**config.mk**
```make
export PLATFORM = sky130hd
export DESIGN_NAME = dmr_recovery_top
export DESIGN_NICKNAME = d
export VERILOG_FILES = /design/src/verilog/recovery_pkg.sv /design/src/verilog/dmr_recovery_controller.sv /design/src/verilog/dmr_recovery_top.sv /design/src/verilog/recovery_regs.sv /design/src/verilog/rf_address_generator.sv
export VERILOG_INCLUDE_DIRS = /design/src /design/src/verilog
export SDC_FILE = /design/constraint.sdc
export NUM_CORES = 1
export LEC_CHECK = 0
export ABC_AREA = 0
export BUFFER_PORTS_ARGS = -buffer_cell sky130_fd_sc_hd__buf_4
export CAP_MARGIN = 20
export CORE_AREA = 10 10 93 115
export CTS_BUF_LIST = sky130_fd_sc_hd__clkbuf_8
export CTS_CLUSTER_SIZE = 16
export DETAILED_ROUTE_END_ITERATION = 8
export DIE_AREA = 0 0 103 125
export GPL_TIMING_DRIVEN = 0
export PLACE_DENSITY = 0.73
export SYNTH_ARGS = -nofsm -noshare
export SYNTH_HDL_FRONTEND = slang
export SYNTH_SLANG_ARGS = --single-unit
```
**constraint.sdc**
```tcl
create_clock -name clk_i -period 2.2 [get_ports clk_i]
set_input_delay 0.33 -clock clk_i [delete_from_list [all_inputs] [get_ports clk_i]]
set_output_delay 0.33 -clock clk_i [all_outputs]
set_load 0.01 [all_outputs]
```
**src/verilog/recovery_config.svh**
```systemverilog
`ifndef RECOVERY_CONFIG_SVH
`define RECOVERY_CONFIG_SVH

// Number of lock-stepped core pairs watched by the controller
`define RECOVERY_NUM_GROUPS 4

// Width of an address within one half of the register file
// A 32-entry register file is reloaded as two halves of 16 entries
`define RECOVERY_RF_ADDR_WIDTH 4

// Number of cycles the saved PC is read back before the register sweep
`define RECOVERY_PC_CYCLES 2

// Address width of the APB register block
`define RECOVERY_APB_ADDR_WIDTH 4

`endif

```
**src/verilog/recovery_pkg.sv**
```systemverilog
`include "recovery_config.svh"

package recovery_pkg;

  typedef logic [`RECOVERY_NUM_GROUPS-1:0] group_mask_t;
  typedef logic [$clog2(`RECOVERY_NUM_GROUPS)-1:0] group_idx_t;

  // A full address carries the half select as its top bit
  typedef logic [`RECOVERY_RF_ADDR_WIDTH:0] rf_addr_t;
  typedef logic [`RECOVERY_RF_ADDR_WIDTH-1:0] rf_half_addr_t;

  typedef logic [15:0] recovery_count_t;

  typedef logic [`RECOVERY_APB_ADDR_WIDTH-1:0] apb_addr_t;
  typedef logic [31:0] apb_data_t;

  typedef enum logic [2:0] {
    IDLE,
    SETBACK,
    HALT_REQ,
    HALT_WAIT,
    RESTORE_PC,
    RESTORE_RF,
    EXIT
  } recovery_state_e;

endpackage

```
**src/verilog/dmr_recovery_controller.sv**
```systemverilog
`timescale 1ns/1ns
`include "recovery_config.svh"

module dmr_recovery_controller
  import recovery_pkg::*;
(
  input  logic        clk_i,
  input  logic        rst_ni,
  input  group_mask_t rf_err_i,
  input  group_mask_t core_err_i,
  input  group_mask_t group_mask_i,
  input  group_mask_t debug_rsp_i,
  output group_mask_t setback_o,
  output group_mask_t instr_lock_o,
  output group_mask_t clk_en_o,
  output group_mask_t debug_req_o,
  output group_mask_t debug_resume_o,
  output group_mask_t pc_read_en_o,
  output group_mask_t pc_write_en_o,
  output group_mask_t recover_o,
  output group_mask_t rf_we_a_o,
  output group_mask_t rf_we_b_o,
  output rf_addr_t    rf_waddr_a_o,
  output rf_addr_t    rf_waddr_b_o,
  output logic        busy_o,
  output group_idx_t  last_group_o,
  output logic        recovery_done_o
);

  localparam int unsigned PC_CNT_W = $clog2(`RECOVERY_PC_CYCLES + 1);
  localparam logic [PC_CNT_W-1:0] PC_CNT_LAST = PC_CNT_W'(`RECOVERY_PC_CYCLES - 1);

  recovery_state_e state_q, state_d;

  group_mask_t pending;
  logic        start;
  group_idx_t  err_idx_d, err_idx_q;
  group_idx_t  last_group_q;

  logic          clear;
  logic          sweep_en;
  rf_half_addr_t half_addr;
  logic          half_last;

  logic [PC_CNT_W-1:0] pc_cnt_d, pc_cnt_q;

  group_mask_t lock_d, lock_q;
  group_mask_t clk_en_d, clk_en_q;
  group_mask_t pc_we_d, pc_we_q;
  group_mask_t recover_d, recover_q;
  group_mask_t setback, debug_req, debug_resume, pc_read_en, rf_we;

  // Only pairs enabled in the mask may start a routine
  assign pending = (rf_err_i | core_err_i) & group_mask_i;
  assign start   = |pending;

  // Later iterations overwrite earlier ones, so the highest index wins
  always_comb begin
    err_idx_d = '0;
    for (int i = 0; i < `RECOVERY_NUM_GROUPS; i++) begin
      if (pending[i]) begin
        err_idx_d = group_idx_t'(i);
      end
    end
  end

  // The faulty pair is captured once in IDLE and held for the whole routine
  always_ff @(posedge clk_i or negedge rst_ni) begin
    if (!rst_ni) begin
      err_idx_q <= '0;
    end else if (clear) begin
      err_idx_q <= '0;
    end else if (state_q == IDLE && start) begin
      err_idx_q <= err_idx_d;
    end
  end

  // Kept past EXIT so the register block can report it
  always_ff @(posedge clk_i or negedge rst_ni) begin
    if (!rst_ni) begin
      last_group_q <= '0;
    end else if (state_q == EXIT) begin
      last_group_q <= err_idx_q;
    end
  end

  always_ff @(posedge clk_i or negedge rst_ni) begin
    if (!rst_ni) begin
      state_q  <= IDLE;
      pc_cnt_q <= '0;
      lock_q    <= '0;
      clk_en_q  <= '1;
      pc_we_q   <= '1;
      recover_q <= '0;
    end else begin
      state_q  <= state_d;
      pc_cnt_q <= pc_cnt_d;
      lock_q    <= lock_d;
      clk_en_q  <= clk_en_d;
      pc_we_q   <= pc_we_d;
      recover_q <= recover_d;
    end
  end

  always_comb begin
    state_d      = state_q;
    pc_cnt_d     = pc_cnt_q;
    lock_d       = lock_q;
    clk_en_d     = clk_en_q;
    pc_we_d      = pc_we_q;
    recover_d    = recover_q;
    clear        = 1'b0;
    sweep_en     = 1'b0;
    setback      = '0;
    debug_req    = '0;
    debug_resume = '0;
    pc_read_en   = '0;
    rf_we        = '0;
    case (state_q)
      IDLE: begin
        if (start) begin
          state_d = SETBACK;
        end
      end
      SETBACK: begin
        setback[err_idx_q] = 1'b1;
        lock_d[err_idx_q]  = 1'b1;
        pc_we_d[err_idx_q] = 1'b0;
        // Every other pair is frozen while this one recovers
        for (int i = 0; i < `RECOVERY_NUM_GROUPS; i++) begin
          if (group_idx_t'(i) != err_idx_q) begin
            clk_en_d[i] = 1'b0;
          end
        end
        state_d = HALT_REQ;
      end
      HALT_REQ: begin
        debug_req[err_idx_q] = 1'b1;
        state_d = HALT_WAIT;
      end
      HALT_WAIT: begin
        if (debug_rsp_i[err_idx_q]) begin
          state_d = RESTORE_PC;
        end
      end
      RESTORE_PC: begin
        pc_read_en[err_idx_q] = 1'b1;
        if (pc_cnt_q == PC_CNT_LAST) begin
          pc_cnt_d = '0;
          state_d  = RESTORE_RF;
        end else begin
          pc_cnt_d = pc_cnt_q + 1'b1;
        end
      end
      RESTORE_RF: begin
        sweep_en             = 1'b1;
        rf_we[err_idx_q]     = 1'b1;
        recover_d[err_idx_q] = 1'b1;
        if (half_last) begin
          lock_d[err_idx_q]       = 1'b0;
          debug_resume[err_idx_q] = 1'b1;
          state_d = EXIT;
        end
      end
      EXIT: begin
        // Return every per-pair register to its reset value
        clear     = 1'b1;
        pc_cnt_d  = '0;
        lock_d    = '0;
        clk_en_d  = '1;
        pc_we_d   = '1;
        recover_d = '0;
        state_d   = IDLE;
      end
      default: begin
        state_d = IDLE;
      end
    endcase
  end

  rf_address_generator u_rf_addr_gen (
    .clk_i    (clk_i),
    .rst_ni   (rst_ni),
    .clear_i  (clear),
    .enable_i (sweep_en),
    .addr_o   (half_addr),
    .last_o   (half_last)
  );

  // Port a reloads the lower half and port b the upper half in the same cycle
  assign rf_waddr_a_o = {1'b0, half_addr};
  assign rf_waddr_b_o = {1'b1, half_addr};
  assign rf_we_a_o    = rf_we;
  assign rf_we_b_o    = rf_we;

  assign setback_o      = setback;
  assign debug_req_o    = debug_req;
  assign debug_resume_o = debug_resume;
  assign pc_read_en_o   = pc_read_en;
  assign instr_lock_o   = lock_q;
  assign clk_en_o       = clk_en_q;
  assign pc_write_en_o  = pc_we_q;
  assign recover_o      = recover_q;

  assign busy_o          = (state_q != IDLE);
  assign last_group_o    = last_group_q;
  assign recovery_done_o = (state_q == EXIT);

endmodule

```
**src/verilog/dmr_recovery_top.sv**
```systemverilog
`timescale 1ns/1ns

module dmr_recovery_top
  import recovery_pkg::*;
(
  input  logic        clk_i,
  input  logic        rst_ni,
  input  apb_addr_t   paddr_i,
  input  logic        psel_i,
  input  logic        penable_i,
  input  logic        pwrite_i,
  input  apb_data_t   pwdata_i,
  output apb_data_t   prdata_o,
  output logic        pready_o,
  output logic        pslverr_o,
  input  group_mask_t rf_err_i,
  input  group_mask_t core_err_i,
  input  group_mask_t debug_rsp_i,
  output group_mask_t setback_o,
  output group_mask_t instr_lock_o,
  output group_mask_t clk_en_o,
  output group_mask_t debug_req_o,
  output group_mask_t debug_resume_o,
  output group_mask_t pc_read_en_o,
  output group_mask_t pc_write_en_o,
  output group_mask_t recover_o,
  output group_mask_t rf_we_a_o,
  output group_mask_t rf_we_b_o,
  output rf_addr_t    rf_waddr_a_o,
  output rf_addr_t    rf_waddr_b_o
);

  group_mask_t group_mask;
  logic        busy;
  group_idx_t  last_group;
  logic        recovery_done;

  recovery_regs u_regs (
    .clk_i           (clk_i),
    .rst_ni          (rst_ni),
    .paddr_i         (paddr_i),
    .psel_i          (psel_i),
    .penable_i       (penable_i),
    .pwrite_i        (pwrite_i),
    .pwdata_i        (pwdata_i),
    .prdata_o        (prdata_o),
    .pready_o        (pready_o),
    .pslverr_o       (pslverr_o),
    .rf_err_i        (rf_err_i),
    .core_err_i      (core_err_i),
    .busy_i          (busy),
    .last_group_i    (last_group),
    .recovery_done_i (recovery_done),
    .group_mask_o    (group_mask)
  );

  dmr_recovery_controller u_ctrl (
    .clk_i           (clk_i),
    .rst_ni          (rst_ni),
    .rf_err_i        (rf_err_i),
    .core_err_i      (core_err_i),
    .group_mask_i    (group_mask),
    .debug_rsp_i     (debug_rsp_i),
    .setback_o       (setback_o),
    .instr_lock_o    (instr_lock_o),
    .clk_en_o        (clk_en_o),
    .debug_req_o     (debug_req_o),
    .debug_resume_o  (debug_resume_o),
    .pc_read_en_o    (pc_read_en_o),
    .pc_write_en_o   (pc_write_en_o),
    .recover_o       (recover_o),
    .rf_we_a_o       (rf_we_a_o),
    .rf_we_b_o       (rf_we_b_o),
    .rf_waddr_a_o    (rf_waddr_a_o),
    .rf_waddr_b_o    (rf_waddr_b_o),
    .busy_o          (busy),
    .last_group_o    (last_group),
    .recovery_done_o (recovery_done)
  );

endmodule

```
**src/verilog/recovery_regs.sv**
```systemverilog
`timescale 1ns/1ns
`include "recovery_config.svh"

module recovery_regs
  import recovery_pkg::*;
(
  input  logic        clk_i,
  input  logic        rst_ni,
  input  apb_addr_t   paddr_i,
  input  logic        psel_i,
  input  logic        penable_i,
  input  logic        pwrite_i,
  input  apb_data_t   pwdata_i,
  output apb_data_t   prdata_o,
  output logic        pready_o,
  output logic        pslverr_o,
  input  group_mask_t rf_err_i,
  input  group_mask_t core_err_i,
  input  logic        busy_i,
  input  group_idx_t  last_group_i,
  input  logic        recovery_done_i,
  output group_mask_t group_mask_o
);

  localparam int unsigned ERR_W = 2 * `RECOVERY_NUM_GROUPS;

  localparam apb_addr_t ADDR_CTRL    = apb_addr_t'('h0);
  localparam apb_addr_t ADDR_ERR_LOG = apb_addr_t'('h4);
  localparam apb_addr_t ADDR_STATUS  = apb_addr_t'('h8);
  localparam apb_addr_t ADDR_COUNT   = apb_addr_t'('hC);

  logic access, wr_en, rd_en;
  logic sel_ctrl, sel_err, sel_status, sel_count, mapped;

  group_mask_t     mask_q;
  logic [ERR_W-1:0] err_log_q;
  logic [ERR_W-1:0] err_clr;
  recovery_count_t count_q;
  apb_data_t       status_word;

  // Every access completes in its first access-phase cycle
  assign access   = psel_i & penable_i;
  assign wr_en    = access & pwrite_i;
  assign rd_en    = access & ~pwrite_i;
  assign pready_o = 1'b1;

  assign sel_ctrl   = (paddr_i == ADDR_CTRL);
  assign sel_err    = (paddr_i == ADDR_ERR_LOG);
  assign sel_status = (paddr_i == ADDR_STATUS);
  assign sel_count  = (paddr_i == ADDR_COUNT);
  assign mapped     = sel_ctrl | sel_err | sel_status | sel_count;

  assign pslverr_o = access & ~mapped;

  always_ff @(posedge clk_i or negedge rst_ni) begin
    if (!rst_ni) begin
      mask_q <= '1;
    end else if (wr_en && sel_ctrl) begin
      mask_q <= pwdata_i[`RECOVERY_NUM_GROUPS-1:0];
    end
  end

  assign err_clr = (wr_en && sel_err) ? pwdata_i[ERR_W-1:0] : '0;

  // A new error in the same cycle as a clear stays logged
  always_ff @(posedge clk_i or negedge rst_ni) begin
    if (!rst_ni) begin
      err_log_q <= '0;
    end else begin
      err_log_q <= (err_log_q & ~err_clr) | {core_err_i, rf_err_i};
    end
  end

  // Completed routines, held at the top value instead of wrapping
  always_ff @(posedge clk_i or negedge rst_ni) begin
    if (!rst_ni) begin
      count_q <= '0;
    end else if (recovery_done_i && (count_q != '1)) begin
      count_q <= count_q + 1'b1;
    end
  end

  always_comb begin
    status_word = '0;
    status_word[0] = busy_i;
    status_word[8 +: $bits(group_idx_t)] = last_group_i;
  end

  always_comb begin
    prdata_o = '0;
    if (rd_en) begin
      if (sel_ctrl) begin
        prdata_o = apb_data_t'(mask_q);
      end else if (sel_err) begin
        prdata_o = apb_data_t'(err_log_q);
      end else if (sel_status) begin
        prdata_o = status_word;
      end else if (sel_count) begin
        prdata_o = apb_data_t'(count_q);
      end
    end
  end

  assign group_mask_o = mask_q;

endmodule

```
**src/verilog/rf_address_generator.sv**
```systemverilog
`timescale 1ns/1ns

module rf_address_generator
  import recovery_pkg::*;
(
  input  logic          clk_i,
  input  logic          rst_ni,
  input  logic          clear_i,
  input  logic          enable_i,
  output rf_half_addr_t addr_o,
  output logic          last_o
);

  rf_half_addr_t addr_q;

  // Sweep counter over one half of the register file
  // Clear takes priority so a new routine always starts at address zero
  always_ff @(posedge clk_i or negedge rst_ni) begin
    if (!rst_ni) begin
      addr_q <= '0;
    end else if (clear_i) begin
      addr_q <= '0;
    end else if (enable_i) begin
      addr_q <= addr_q + 1'b1;
    end
  end

  assign addr_o = addr_q;

  // The top address of the half range ends the sweep
  assign last_o = (addr_q == '1);

endmodule
```
==> results of run 1 <==
## worst max-delay path, stage by stage (launching register included)
cell and delay [ps]:
sky130_fd_sc_hd__dfrtp_1 410, sky130_fd_sc_hd__buf_2 190, sky130_fd_sc_hd__or2_2 280, sky130_fd_sc_hd__buf_2 180
sky130_fd_sc_hd__nor2_2 140, sky130_fd_sc_hd__buf_4 130, sky130_fd_sc_hd__buf_4 110
## how the worst max path moves through the flow
stage,endpoint,slack [ps],depth (start not counted)
detailed placement,rf_we_b_o[2],280,6
CTS,rf_we_b_o[2],-10,6
global route,rf_we_b_o[0],-10,6
global placement,rf_we_b_o[2],270,6
floorplan,rf_we_b_o[0],500,5
finish,rf_we_b_o[0],90,6
## kinds of logic (layout without fill, tap and decap cells)
group | after synthesis | in the layout
buffers and inverters | 45 | 153
xor gates and xnor gates | 14 | 14
AOI/OAI and AO/OA | 65 | 65
and+or+nand+nor | 144 | 144
muxes | 18 | 18
other | 2 | 19
DFF | 57 | 57
adders and majority gates | 2 | 2
## routing by layer
layer	global-route usage, %	part of all wire [%]
met5	0	0
met4	6.97	0.96
met3	3.31	6.4
met2	24.5	55
met1	16.1	38
## state kept, by name, summed over array words and instances (netlist names)
signal                       count
u_ctrl.recover_o                 4
u_ctrl.last_group_o              2
u_regs.err_log_q                 8
u_regs.group_mask_o              4
u_ctrl.pc_cnt_q                  2
u_ctrl.instr_lock_o              4
u_ctrl.u_rf_addr_gen.addr_o      4
u_ctrl.clk_en_o                  4
u_regs.count_q                  16
u_ctrl.err_idx_q                 2
u_ctrl.state_q                   3
u_ctrl.pc_write_en_o             4
## cell usage in the layout, fill, tap and decap left out, types with 2 or more instances in the layout
master	Yosys	routed
sky130_fd_sc_hd__buf_4	28	121
sky130_fd_sc_hd__dfrtp_1	45	45
sky130_fd_sc_hd__nand2_1	42	42
sky130_fd_sc_hd__nor2_1	41	38
sky130_fd_sc_hd__o21ai_0	23	23
sky130_fd_sc_hd__conb_1	2	19
sky130_fd_sc_hd__nand3_1	12	12
sky130_fd_sc_hd__clkbuf_8	1	12
sky130_fd_sc_hd__dfstp_2	12	12
sky130_fd_sc_hd__a21oi_1	11	11
sky130_fd_sc_hd__xor2_1	9	9
sky130_fd_sc_hd__mux2i_1	8	8
sky130_fd_sc_hd__a21o_1	8	8
sky130_fd_sc_hd__and2_1	7	7
sky130_fd_sc_hd__nand4_1	7	7
sky130_fd_sc_hd__nor3_1	7	6
sky130_fd_sc_hd__nand2b_1	5	5
sky130_fd_sc_hd__clkbuf_1	8	5
sky130_fd_sc_hd__mux2_1	5	5
sky130_fd_sc_hd__xnor2_1	5	5
sky130_fd_sc_hd__o21a_1	5	5
sky130_fd_sc_hd__inv_1	4	4
sky130_fd_sc_hd__and3_1	4	4
sky130_fd_sc_hd__nor2b_1	5	4
sky130_fd_sc_hd__mux2_2	4	4
sky130_fd_sc_hd__a221oi_1	4	4
sky130_fd_sc_hd__bufinv_16	0	4
sky130_fd_sc_hd__buf_2	3	3
sky130_fd_sc_hd__nor2_2	0	3
sky130_fd_sc_hd__a2111oi_0	3	3
sky130_fd_sc_hd__a211oi_1	3	3
sky130_fd_sc_hd__clkbuf_2	0	2
sky130_fd_sc_hd__nand3b_1	2	2
sky130_fd_sc_hd__and4_1	2	2
sky130_fd_sc_hd__nor2_4	2	2
sky130_fd_sc_hd__a31oi_1	2	2
sky130_fd_sc_hd__ha_1	2	2
## cell usage after synthesis, types with 5 or more instances
library cell	count
sky130_fd_sc_hd__a21o_1	8
sky130_fd_sc_hd__nand2_1	42
sky130_fd_sc_hd__xor2_1	9
sky130_fd_sc_hd__nor2b_1	5
sky130_fd_sc_hd__o21ai_0	23
sky130_fd_sc_hd__and2_1	7
sky130_fd_sc_hd__dfstp_2	12
sky130_fd_sc_hd__xnor2_1	5
sky130_fd_sc_hd__buf_4	28
sky130_fd_sc_hd__nor3_1	7
sky130_fd_sc_hd__mux2i_1	8
sky130_fd_sc_hd__nand4_1	7
sky130_fd_sc_hd__nand2b_1	5
sky130_fd_sc_hd__clkbuf_1	8
sky130_fd_sc_hd__o21a_1	5
sky130_fd_sc_hd__nand3_1	12
sky130_fd_sc_hd__nor2_1	41
sky130_fd_sc_hd__mux2_1	5
sky130_fd_sc_hd__dfrtp_1	45
sky130_fd_sc_hd__a21oi_1	11
## area by class of cell
type                       instances  area [sq um]  share of cell area [%]
clock inverter                     5           125                    2.84
multi-input combinational        262          1580                    35.9
inverter                           4          15.0                   0.341
sequential                        57          1440                    32.7
timing repair buffer              93           698                    15.8
tap                              100           125                    2.84
clock buffer                      11           151                    3.43
buffer                            40           272                    6.16
## where the power goes
| group | total, mW | internal [mW] | switching, mW | leakage (nW) |
|---|---|---|---|---|
| sequential | 1.60 | 1.35 | 0.248 | 0.689 |
| combinational | 1.64 | 0.746 | 0.894 | 1.30 |
| clock | 1.35 | 0.927 | 0.424 | 0.140 |
## per-stage QoR
step	instances	instance area, sq um	utilization [%]	total power [mW]
final	572	4410	51.5	4.59
after global routing	572	4410	51.5	4.87
after CTS	572	4390	51.3	4.59
after detailed placement	557	4110	48.1	3.24
after global placement	557	4110	48.1	3.18
after floorplan	364	3290	-	2.55
==> impl_metrics.csv, run 1 <==
group,metric,value,unit
logic_synthesis,yosys.area_share.adder,0.776,%
clocking,postCtsSetupRepairBufs,0,
power,total_leakage_power,2.12,nW
layout,design.final.nets,522,
route,drt-total-wl,9100,microns
global_route,wire_length_of_the_first_global_routing_pass,14700,microns
setup_path,worst_setup_path_start_kind,"register",
global_route,number_of_antenna_violations_at_the_first_check_in_global_routing,0,
setup_path,timing.critical_path.arrival,1780,ps
logic_synthesis,post_synthesis_simple_gate_area_fraction,22.2,%
clocking,cts.root.buffer_cell,"sky130_fd_sc_hd__clkbuf_8",
logic_synthesis,synth_xor_xnor_area_share,3.80,%
power,vdd_drop_max,0.455,mV
logic_synthesis,avg_cell_area_syn,9.30,sq um
layout,syn2layout_area_growth,36.7,%
logic_synthesis,synth_mux_area_share,6.09,%
logic_synthesis,synth-warning-count,0,
route,wl_per_cell,15.9,microns
global_route,largest_net_degree_at_the_start_of_global_routing,58,
setup_path,reg2reg_to,"u_regs.count_q[1]$_DFFE_PN0P_",
route,ant_nets,0,
power,power.density_cell_area,1040,nW/um^2
route,detailedRoute.firstPassIterationCount,4,
clocking,cts_tree,"built",
timing,period_minus_slack,2110,ps
placement,port-buffer-count,93,
timing,final-hold-violation-count,0,
timing,report.final.slew_viol_count,0,
timing,maxSlewHeadroom,46.6,%
timing,worst_slew_pin_slew,794,ps
setup_path,critPathCaptureType,"output port",
die,effective_utilization_at_floorplan,37.7,%
logic_synthesis,synth_ff_type,"sky130_fd_sc_hd__dfrtp_1",
setup_path,reg2regPathDepth,4,
placement,place.gp.congestion,0.875,
placement,detailedPlacementHpwl,7060,microns
logic_synthesis,yosysUniqueCellTypes,50,
setup_path,cp_required,1870,ps
clocking,numClockSinks,57,
logic_synthesis,synth_edf_count,0,
timing,finClkSkew,6.41,ps
logic_synthesis,syn_inst,347,
route,number_of_design_rule_violations_left_by_the_first_detailed_router_iteration,181,
logic_synthesis,synthesized_area_fraction_occupied_by_ao_oa_aoi_and_oai_cells,13.3,%
die,floorplan.die.height,125,microns
die,die_width,103,microns
die,fp.dieArea,12900,sq um
logic_synthesis,yosys-top-cells-area,"sky130_fd_sc_hd__dfrtp_1, sky130_fd_sc_hd__dfstp_2, sky130_fd_sc_hd__buf_4",
setup_path,timing.rr.start,"u_regs.count_q[7]$_DFFE_PN0P_",
clocking,clk_transition_reported_paths,70,ps
timing,maxClockFrequency,475,MHz
clocking,clock_tree.buffer_depth,2,
timing,post-route-period-util,95.7,%
timing,finalHoldWorstSlack,38.8,ps
clocking,clock_tree.htree_level_count,3,
logic_synthesis,postSynthRegisterBits,57,
setup_path,critPathKind,"reg -> out",
hold_path,min-delay-path-class,"in -> async",
job,maxCapViolations,0,
timing,fin_ws,94.2,ps
timing,fin_setup_tns,0,ps
clocking,cts_hold_buf,0,
logic_synthesis,syn_area,3230,sq um
layout,antenna_cells,0,
timing,total_setup_violations_reported_at_the_end_of_the_flow,0,
route,route.detailed.vias_per_inst,5.00,
logic_synthesis,post-synth-top-area-cell,"sky130_fd_sc_hd__dfrtp_1",
global_route,grt_pass1_vias,2849,
setup_path,timing.critical_path.fanout_max,10,
clocking,ctsResizeCount,1,
die,design.portCount,137,
route,post-route-drc-count,0,
run_status,status,"completed",
setup_path,timing.critical_path.from,"u_ctrl.err_idx_q[0]$_DFFE_PN0P_",
route,routed-via-count,2859,
logic_synthesis,synth_largest_type_area_fraction,34.9,%
die,coreArea,8560,sq um
layout,layout.filler_cells,803,
clocking,tritoncts.num_buffers,9,
setup_path,reg2reg_slack,530,ps
die,std_cell_rows,38,
logic_synthesis,ys_seq_area_share,44.7,%
placement,placement.setup.worst_slack,284,ps
global_route,global_route.overflow_total,0,
clocking,clock_insertion_delay_at_the_later_pin_of_the_skew_report,340,ps
logic_synthesis,share_of_synthesized_registers_carrying_an_async_set_or_reset,100,%
global_route,grtUsageTotal,14.3,%
layout,drive_gt1_share,36.9,%
logic_synthesis,dominant_combinational_cell_family_by_area_after_synthesis,"simple AND/OR/NAND/NOR gates",
Power figures use the tool's default switching activity.
==> run 2: changes to the inputs <==
clock period = 2.5 ns   (was 2.2 ns; I/O delays follow)
==> run 2 against run 1 <==
Compared with the run above: flip-flop and latch count unchanged; sequential power decreased by 14%; first-iteration DRC count shrank 32%; clock skew is 1.0 ps higher; utilization down 0.19 points; critical path depth fell by 1; sequential share of layout area is 0.12 points higher; hold slack better by 44 ps.
==> impl_metrics.csv, run 2 (same netlist as run 1, synthesis figures left out) <==
group,metric,value,unit
run_status,status,"completed",
power,power.internal,2.65,mW
setup_path,timing.critical_path.fanout_max,10,
layout,footprint_of_the_multi_input_gates,1560,sq um
layout,layout.cells.most_common_list,"sky130_fd_sc_hd__buf_4, sky130_fd_sc_hd__dfrtp_1, sky130_fd_sc_hd__nand2_1",
timing,period_minus_slack,2320,ps
clocking,clock_insertion_delay_at_the_later_pin_of_the_skew_report,340,ps
timing,maxClockFrequency,432,MHz
setup_path,critPathKind,"reg -> out",
clocking,clk_transition_reported_paths,70,ps
layout,design.final.nets,523,
die,floorplan.die.height,125,microns
die,design.portCount,137,
timing,total_setup_violations_reported_at_the_end_of_the_flow,0,
global_route,grt_pass1_vias,2855,
clocking,postCtsSetupRepairBufs,0,
timing,finClkSkew,7.42,ps
die,effective_utilization_at_floorplan,37.7,%
layout,register_area,1440,sq um
route,wl_per_cell,15.9,microns
clocking,cts.root.buffer_cell,"sky130_fd_sc_hd__clkbuf_8",
clocking,clock_tree.buffer_depth,2,
placement,place_inst,557,
job,maxCapViolations,0,
power,sw_frac_of_total,34.1,%
power,comb_power_share,36.2,%
clocking,cts_hold_buf,0,
route,ant_nets,0,
layout,antenna_cells,0,
setup_path,cp_required,2120,ps
power,clockPowerShare,29.6,%
route,route.detailed.vias_per_inst,4.99,
layout,layout_top_registers,"u_regs.count_q (16), u_regs.err_log_q (8)",
setup_path,worst_setup_path_start_kind,"register",
placement,place.gp.congestion,0.875,
die,fp.dieArea,12900,sq um
route,routed-via-count,2858,
route,drt-total-wl,9140,microns
placement,detailedPlacementHpwl,7060,microns
setup_path,critPathCaptureType,"output port",
global_route,wire_length_of_the_first_global_routing_pass,14600,microns
route,detailedRoute.firstPassIterationCount,5,
timing,rsz0062_at_grt,"no",
layout,layout.core_utilization,51.3,%
layout,drive_gt1_share,35.5,%
timing,fin_setup_tns,0,ps
power,power.density_cell_area,917,nW/um^2
timing,post-route-period-util,92.7,%
global_route,number_of_antenna_violations_at_the_first_check_in_global_routing,0,
timing,worst_slew_pin_slew,800,ps
placement,port-buffer-count,93,
hold_path,min-delay-path-class,"in -> async",
die,coreArea,8560,sq um
clocking,ctsResizeCount,0,
layout,design_area,4390,sq um
timing,report.final.slew_viol_count,0,
global_route,global_route.overflow_total,0,
timing,final-hold-violation-count,0,
power,total_leakage_power,2.12,nW
die,std_cell_rows,38,
power,power.share.sequential,34.2,%
global_route,largest_net_degree_at_the_start_of_global_routing,58,
layout,syn2layout_area_growth,36.2,%
clocking,numClockSinks,57,
layout,largest_register_ff_count,16,
placement,place_area,4110,sq um
layout,registers.top_by_ff_count,"u_regs.count_q",
power,switchingPower,1.37,mW
layout,layoutNonFillerInstCount,573,
layout,commonest_non_fill_non_tap_cell_in_the_layout,"sky130_fd_sc_hd__buf_4",
layout,layout.filler_cells,802,
clocking,clock_tree.htree_level_count,3,
setup_path,timing.critical_path.arrival,1940,ps
die,die_width,103,microns
global_route,grtUsageTotal,14.3,%
clocking,tritoncts.num_buffers,9,
route,number_of_design_rule_violations_left_by_the_first_detailed_router_iteration,123,
power,report.power.total,4.03,mW
power,vdd_drop_max,0.418,mV
route,post-route-drc-count,0,
clocking,cts_tree,"built",
timing,maxSlewHeadroom,46.2,%
run 2: cell types whose count changed in the layout (fill, tap and decap cells not counted), sizes merged:
cell    change
clkbuf      +1
run 2: cell type report:
| cell class | instances | share of cell area (%) |
|---|---|---|
| Buffer | 41 | 6.21 |
| Clock buffer | 11 | 3.45 |
| Clock inverter | 5 | 2.85 |
| Inverter | 4 | 0.342 |
| Multi-Input combinational cell | 262 | 35.6 |
| Sequential cell | 57 | 32.8 |
| Tap cell | 100 | 2.85 |
| Timing Repair Buffer | 93 | 15.9 |
run 2: worst max-delay path: stages, from the launching register on:
cell and delay [ps]:
sky130_fd_sc_hd__dfrtp_1 350, sky130_fd_sc_hd__clkbuf_1 380, sky130_fd_sc_hd__nand2_1 320, sky130_fd_sc_hd__nor2_1 290
sky130_fd_sc_hd__buf_4 150, sky130_fd_sc_hd__buf_4 110
run 2: path summary, 6_finish.rpt:
check | startpoint | to | slack, ps | depth (start not counted)
hold reg to reg | u_regs.err_log_q[5]$_DFF_PN0_ | u_regs.err_log_q[5]$_DFF_PN0_ | 480 | 1
min in group clk_i | rf_err_i[0] | u_regs.err_log_q[0]$_DFF_PN0_ | 210 | 2
max in group asynchronous | rst_ni | u_ctrl.instr_lock_o[0]$_DFFE_PN0P_ | 1940 | 1
setup reg to reg | u_regs.count_q[7]$_DFFE_PN0P_ | u_regs.count_q[1]$_DFFE_PN0P_ | 840 | 4
hold / removal | rst_ni | u_regs.count_q[2]$_DFFE_PN0P_ | 80 | 1
setup / recovery | u_ctrl.err_idx_q[1]$_DFFE_PN0P_ | rf_we_b_o[3] | 180 | 5
run 2: power by group through the flow:
stage	clock network, mW	registers, mW	logic [mW]
after floorplan	0	1.41	0.838
after global placement	0	1.38	1.42
after detailed placement	0	1.39	1.46
after CTS	1.21	1.37	1.46
after global routing	1.25	1.42	1.60
final	1.19	1.38	1.46
run 2: stage by stage:
stage,setup WS [ps],hold WS [ps]
2_1_floorplan,750,79.4
3_3_place_gp,523,459
3_5_place_dp,539,466
4_1_cts,149,102
5_1_grt,72.4,147
6_report,183,82.5
run 2: metal layers:
metal	global-route usage (%)	part of all wire [%]
met3	3.31	6.2
met1	16.0	38
met5	0	0
met4	6.97	1.6
met2	24.6	54
==> run 3: changes to the inputs <==
==> constraint.sdc (replaced) <==
create_clock -name clk_i -period 2.5 [get_ports clk_i]
set_input_delay 0.5 -clock clk_i [delete_from_list [all_inputs] [get_ports clk_i]]
set_output_delay 0.5 -clock clk_i [all_outputs]
set_load 0.01 [all_outputs]
==> run 3 against run 2 <==
Compared with the run above: total power shrank 0.20%; clock skew shrank 0.52 ps; largest power group unchanged; wire length shrank 0.74%; die area is the same; hold slack gained 120 ps; register-to-register slack is essentially flat; largest cell class unchanged; clock-buffer cell count is the same; via count shrank 0.59%; combinational power is essentially flat; critical path depth grew 1; fmax shrank 2.6%; highest routed layer unchanged; cell count shrank 0.17%.
==> impl_metrics.csv, run 3 (same netlist as run 1, synthesis figures left out) <==
group,metric,value,unit
setup_path,cp_required,2000,ps
timing,report.final.slew_viol_count,0,
layout,layout.filler_cells,804,
power,power.internal,2.65,mW
route,post-route-drc-count,0,
setup_path,timing.critical_path.fanout_max,10,
timing,maxSlewHeadroom,46.7,%
route,detailedRoute.firstPassIterationCount,5,
placement,port-buffer-count,93,
job,maxCapViolations,0,
clocking,clk_transition_reported_paths,70,ps
power,switchingPower,1.37,mW
clocking,numClockSinks,57,
die,std_cell_rows,38,
global_route,wire_length_of_the_first_global_routing_pass,14600,microns
run_status,status,"completed",
power,comb_power_share,35.5,%
timing,maxClockFrequency,421,MHz
clocking,postCtsSetupRepairBufs,0,
clocking,tritoncts.num_buffers,9,
timing,final-hold-violation-count,0,
clocking,clock_insertion_delay_at_the_later_pin_of_the_skew_report,350,ps
timing,finClkSkew,6.91,ps
placement,place.gp.congestion,0.875,
power,vdd_drop_max,0.404,mV
power,report.power.total,4.02,mW
layout,design.final.nets,522,
setup_path,worst_setup_path_start_kind,"register",
die,effective_utilization_at_floorplan,37.7,%
layout,layout_top_registers,"u_regs.count_q (16), u_regs.err_log_q (8)",
power,total_leakage_power,2.12,nW
timing,total_setup_violations_reported_at_the_end_of_the_flow,0,
clocking,clock_tree.htree_level_count,3,
timing,period_minus_slack,2380,ps
route,drt-total-wl,9070,microns
setup_path,reg2reg_slack,840,ps
power,power.share.sequential,34.8,%
die,fp.dieArea,12900,sq um
setup_path,critPathCaptureType,"output port",
die,design.portCount,137,
layout,commonest_non_fill_non_tap_cell_in_the_layout,"sky130_fd_sc_hd__buf_4",
clocking,cts_tree,"built",
placement,detailedPlacementHpwl,7060,microns
die,floorplan.die.height,125,microns
global_route,global_route.overflow_total,0,
layout,syn2layout_area_growth,36.0,%
clocking,cts.root.buffer_cell,"sky130_fd_sc_hd__clkbuf_8",
layout,footprint_of_the_multi_input_gates,1560,sq um
hold_path,min-delay-path-class,"in -> async",
global_route,grt_pass1_vias,2855,
setup_path,timing.critical_path.arrival,1880,ps
route,wl_per_cell,15.9,microns
die,die_width,103,microns
global_route,number_of_antenna_violations_at_the_first_check_in_global_routing,0,
route,number_of_design_rule_violations_left_by_the_first_detailed_router_iteration,170,
layout,layout.cells.most_common_list,"sky130_fd_sc_hd__buf_4, sky130_fd_sc_hd__dfrtp_1, sky130_fd_sc_hd__nand2_1",
die,coreArea,8560,sq um
setup_path,reg2reg_to,"u_regs.count_q[1]$_DFFE_PN0P_",
global_route,grtUsageTotal,14.3,%
route,routed-via-count,2841,
global_route,largest_net_degree_at_the_start_of_global_routing,58,
setup_path,critPathKind,"reg -> out",
clocking,cts_hold_buf,0,
route,route.detailed.vias_per_inst,4.97,
setup_path,reg2regPathDepth,4,
layout,antenna_cells,0,
layout,register_area,1440,sq um
layout,registers.top_by_ff_count,"u_regs.count_q",
layout,layout.core_utilization,51.3,%
route,ant_nets,0,
timing,rsz0062_at_grt,"yes",
layout,largest_register_ff_count,16,
timing,worst_slew_pin_slew,792,ps
power,power.density_cell_area,916,nW/um^2
layout,drive_gt1_share,35.6,%
setup_path,timing.rr.start,"u_regs.count_q[7]$_DFFE_PN0P_",
power,clockPowerShare,29.7,%
clocking,clock_tree.buffer_depth,2,
timing,post-route-period-util,95.1,%
power,sw_frac_of_total,34.1,%
[run 3: layout make-up]
class,instances,area share (%)
inverters,4,0.342
plain buffers,40,6.13
flip-flops and latches,57,32.8
well taps,100,2.85
clock buffers,11,3.45
clock inverters,5,2.85
multi-input cells,262,35.6
repair buffers,93,15.9
[run 3: metal layers]
metal  vias up  part of all wire, %  global-route usage, %
li1       1397                    -                      -
met3        10                  5.8                   3.31
met5         -                    0                      0
met2        71                   54                   24.6
met1      1363                   39                   16.0
met4         0                  1.9                   6.97
[run 3: timing repair]
item	in CTS	in global routing
hold endpoints to repair	0	0
gates resized for setup	0	1
endpoints found under the setup margin	0	11
[run 3: per-stage QoR]
stage	cell area [sq um]	setup TNS, ps	cells	worst slack (ps)	hold slack [ps]
6_report	4390	0	572	122	206
5_1_grt	4390	-127	572	-50.4	272
4_1_cts	4390	0	573	23.6	227
3_5_place_dp	4110	0	557	289	466
3_3_place_gp	4110	0	557	273	459
2_1_floorplan	3290	0	364	568	204
[run 3: worst max-delay path by stage]
stage | start | endpoint | slack [ps] | cells past startpoint
floorplan | paddr_i[2] | prdata_o[2] | 570 | 3
CTS | u_ctrl.state_q[0]$_DFFE_PN0P_ | rf_we_b_o[2] | 20 | 6
finish | u_ctrl.state_q[0]$_DFFE_PN0P_ | rf_we_b_o[2] | 120 | 6
global route | u_ctrl.state_q[0]$_DFFE_PN0P_ | rf_we_b_o[0] | -50 | 6
global placement | paddr_i[3] | prdata_o[3] | 270 | 4
detailed placement | paddr_i[3] | prdata_o[2] | 290 | 4
[run 3: power groups by stage]
stage	sequential, mW	clock (mW)	combinational [mW]
final	1.40	1.19	1.43
after global routing	1.44	1.25	1.57
after CTS	1.37	1.21	1.46
after detailed placement	1.39	0	1.46
after global placement	1.38	0	1.42
after floorplan	1.41	0	0.838
[run 3: worst max-delay path, stage by stage (launching register included)]
cell and delay [ps]:
sky130_fd_sc_hd__dfrtp_1 430, sky130_fd_sc_hd__nor2b_2 280, sky130_fd_sc_hd__nand2_1 100, sky130_fd_sc_hd__clkbuf_1 230
sky130_fd_sc_hd__nor2_1 250, sky130_fd_sc_hd__buf_4 150, sky130_fd_sc_hd__buf_4 110
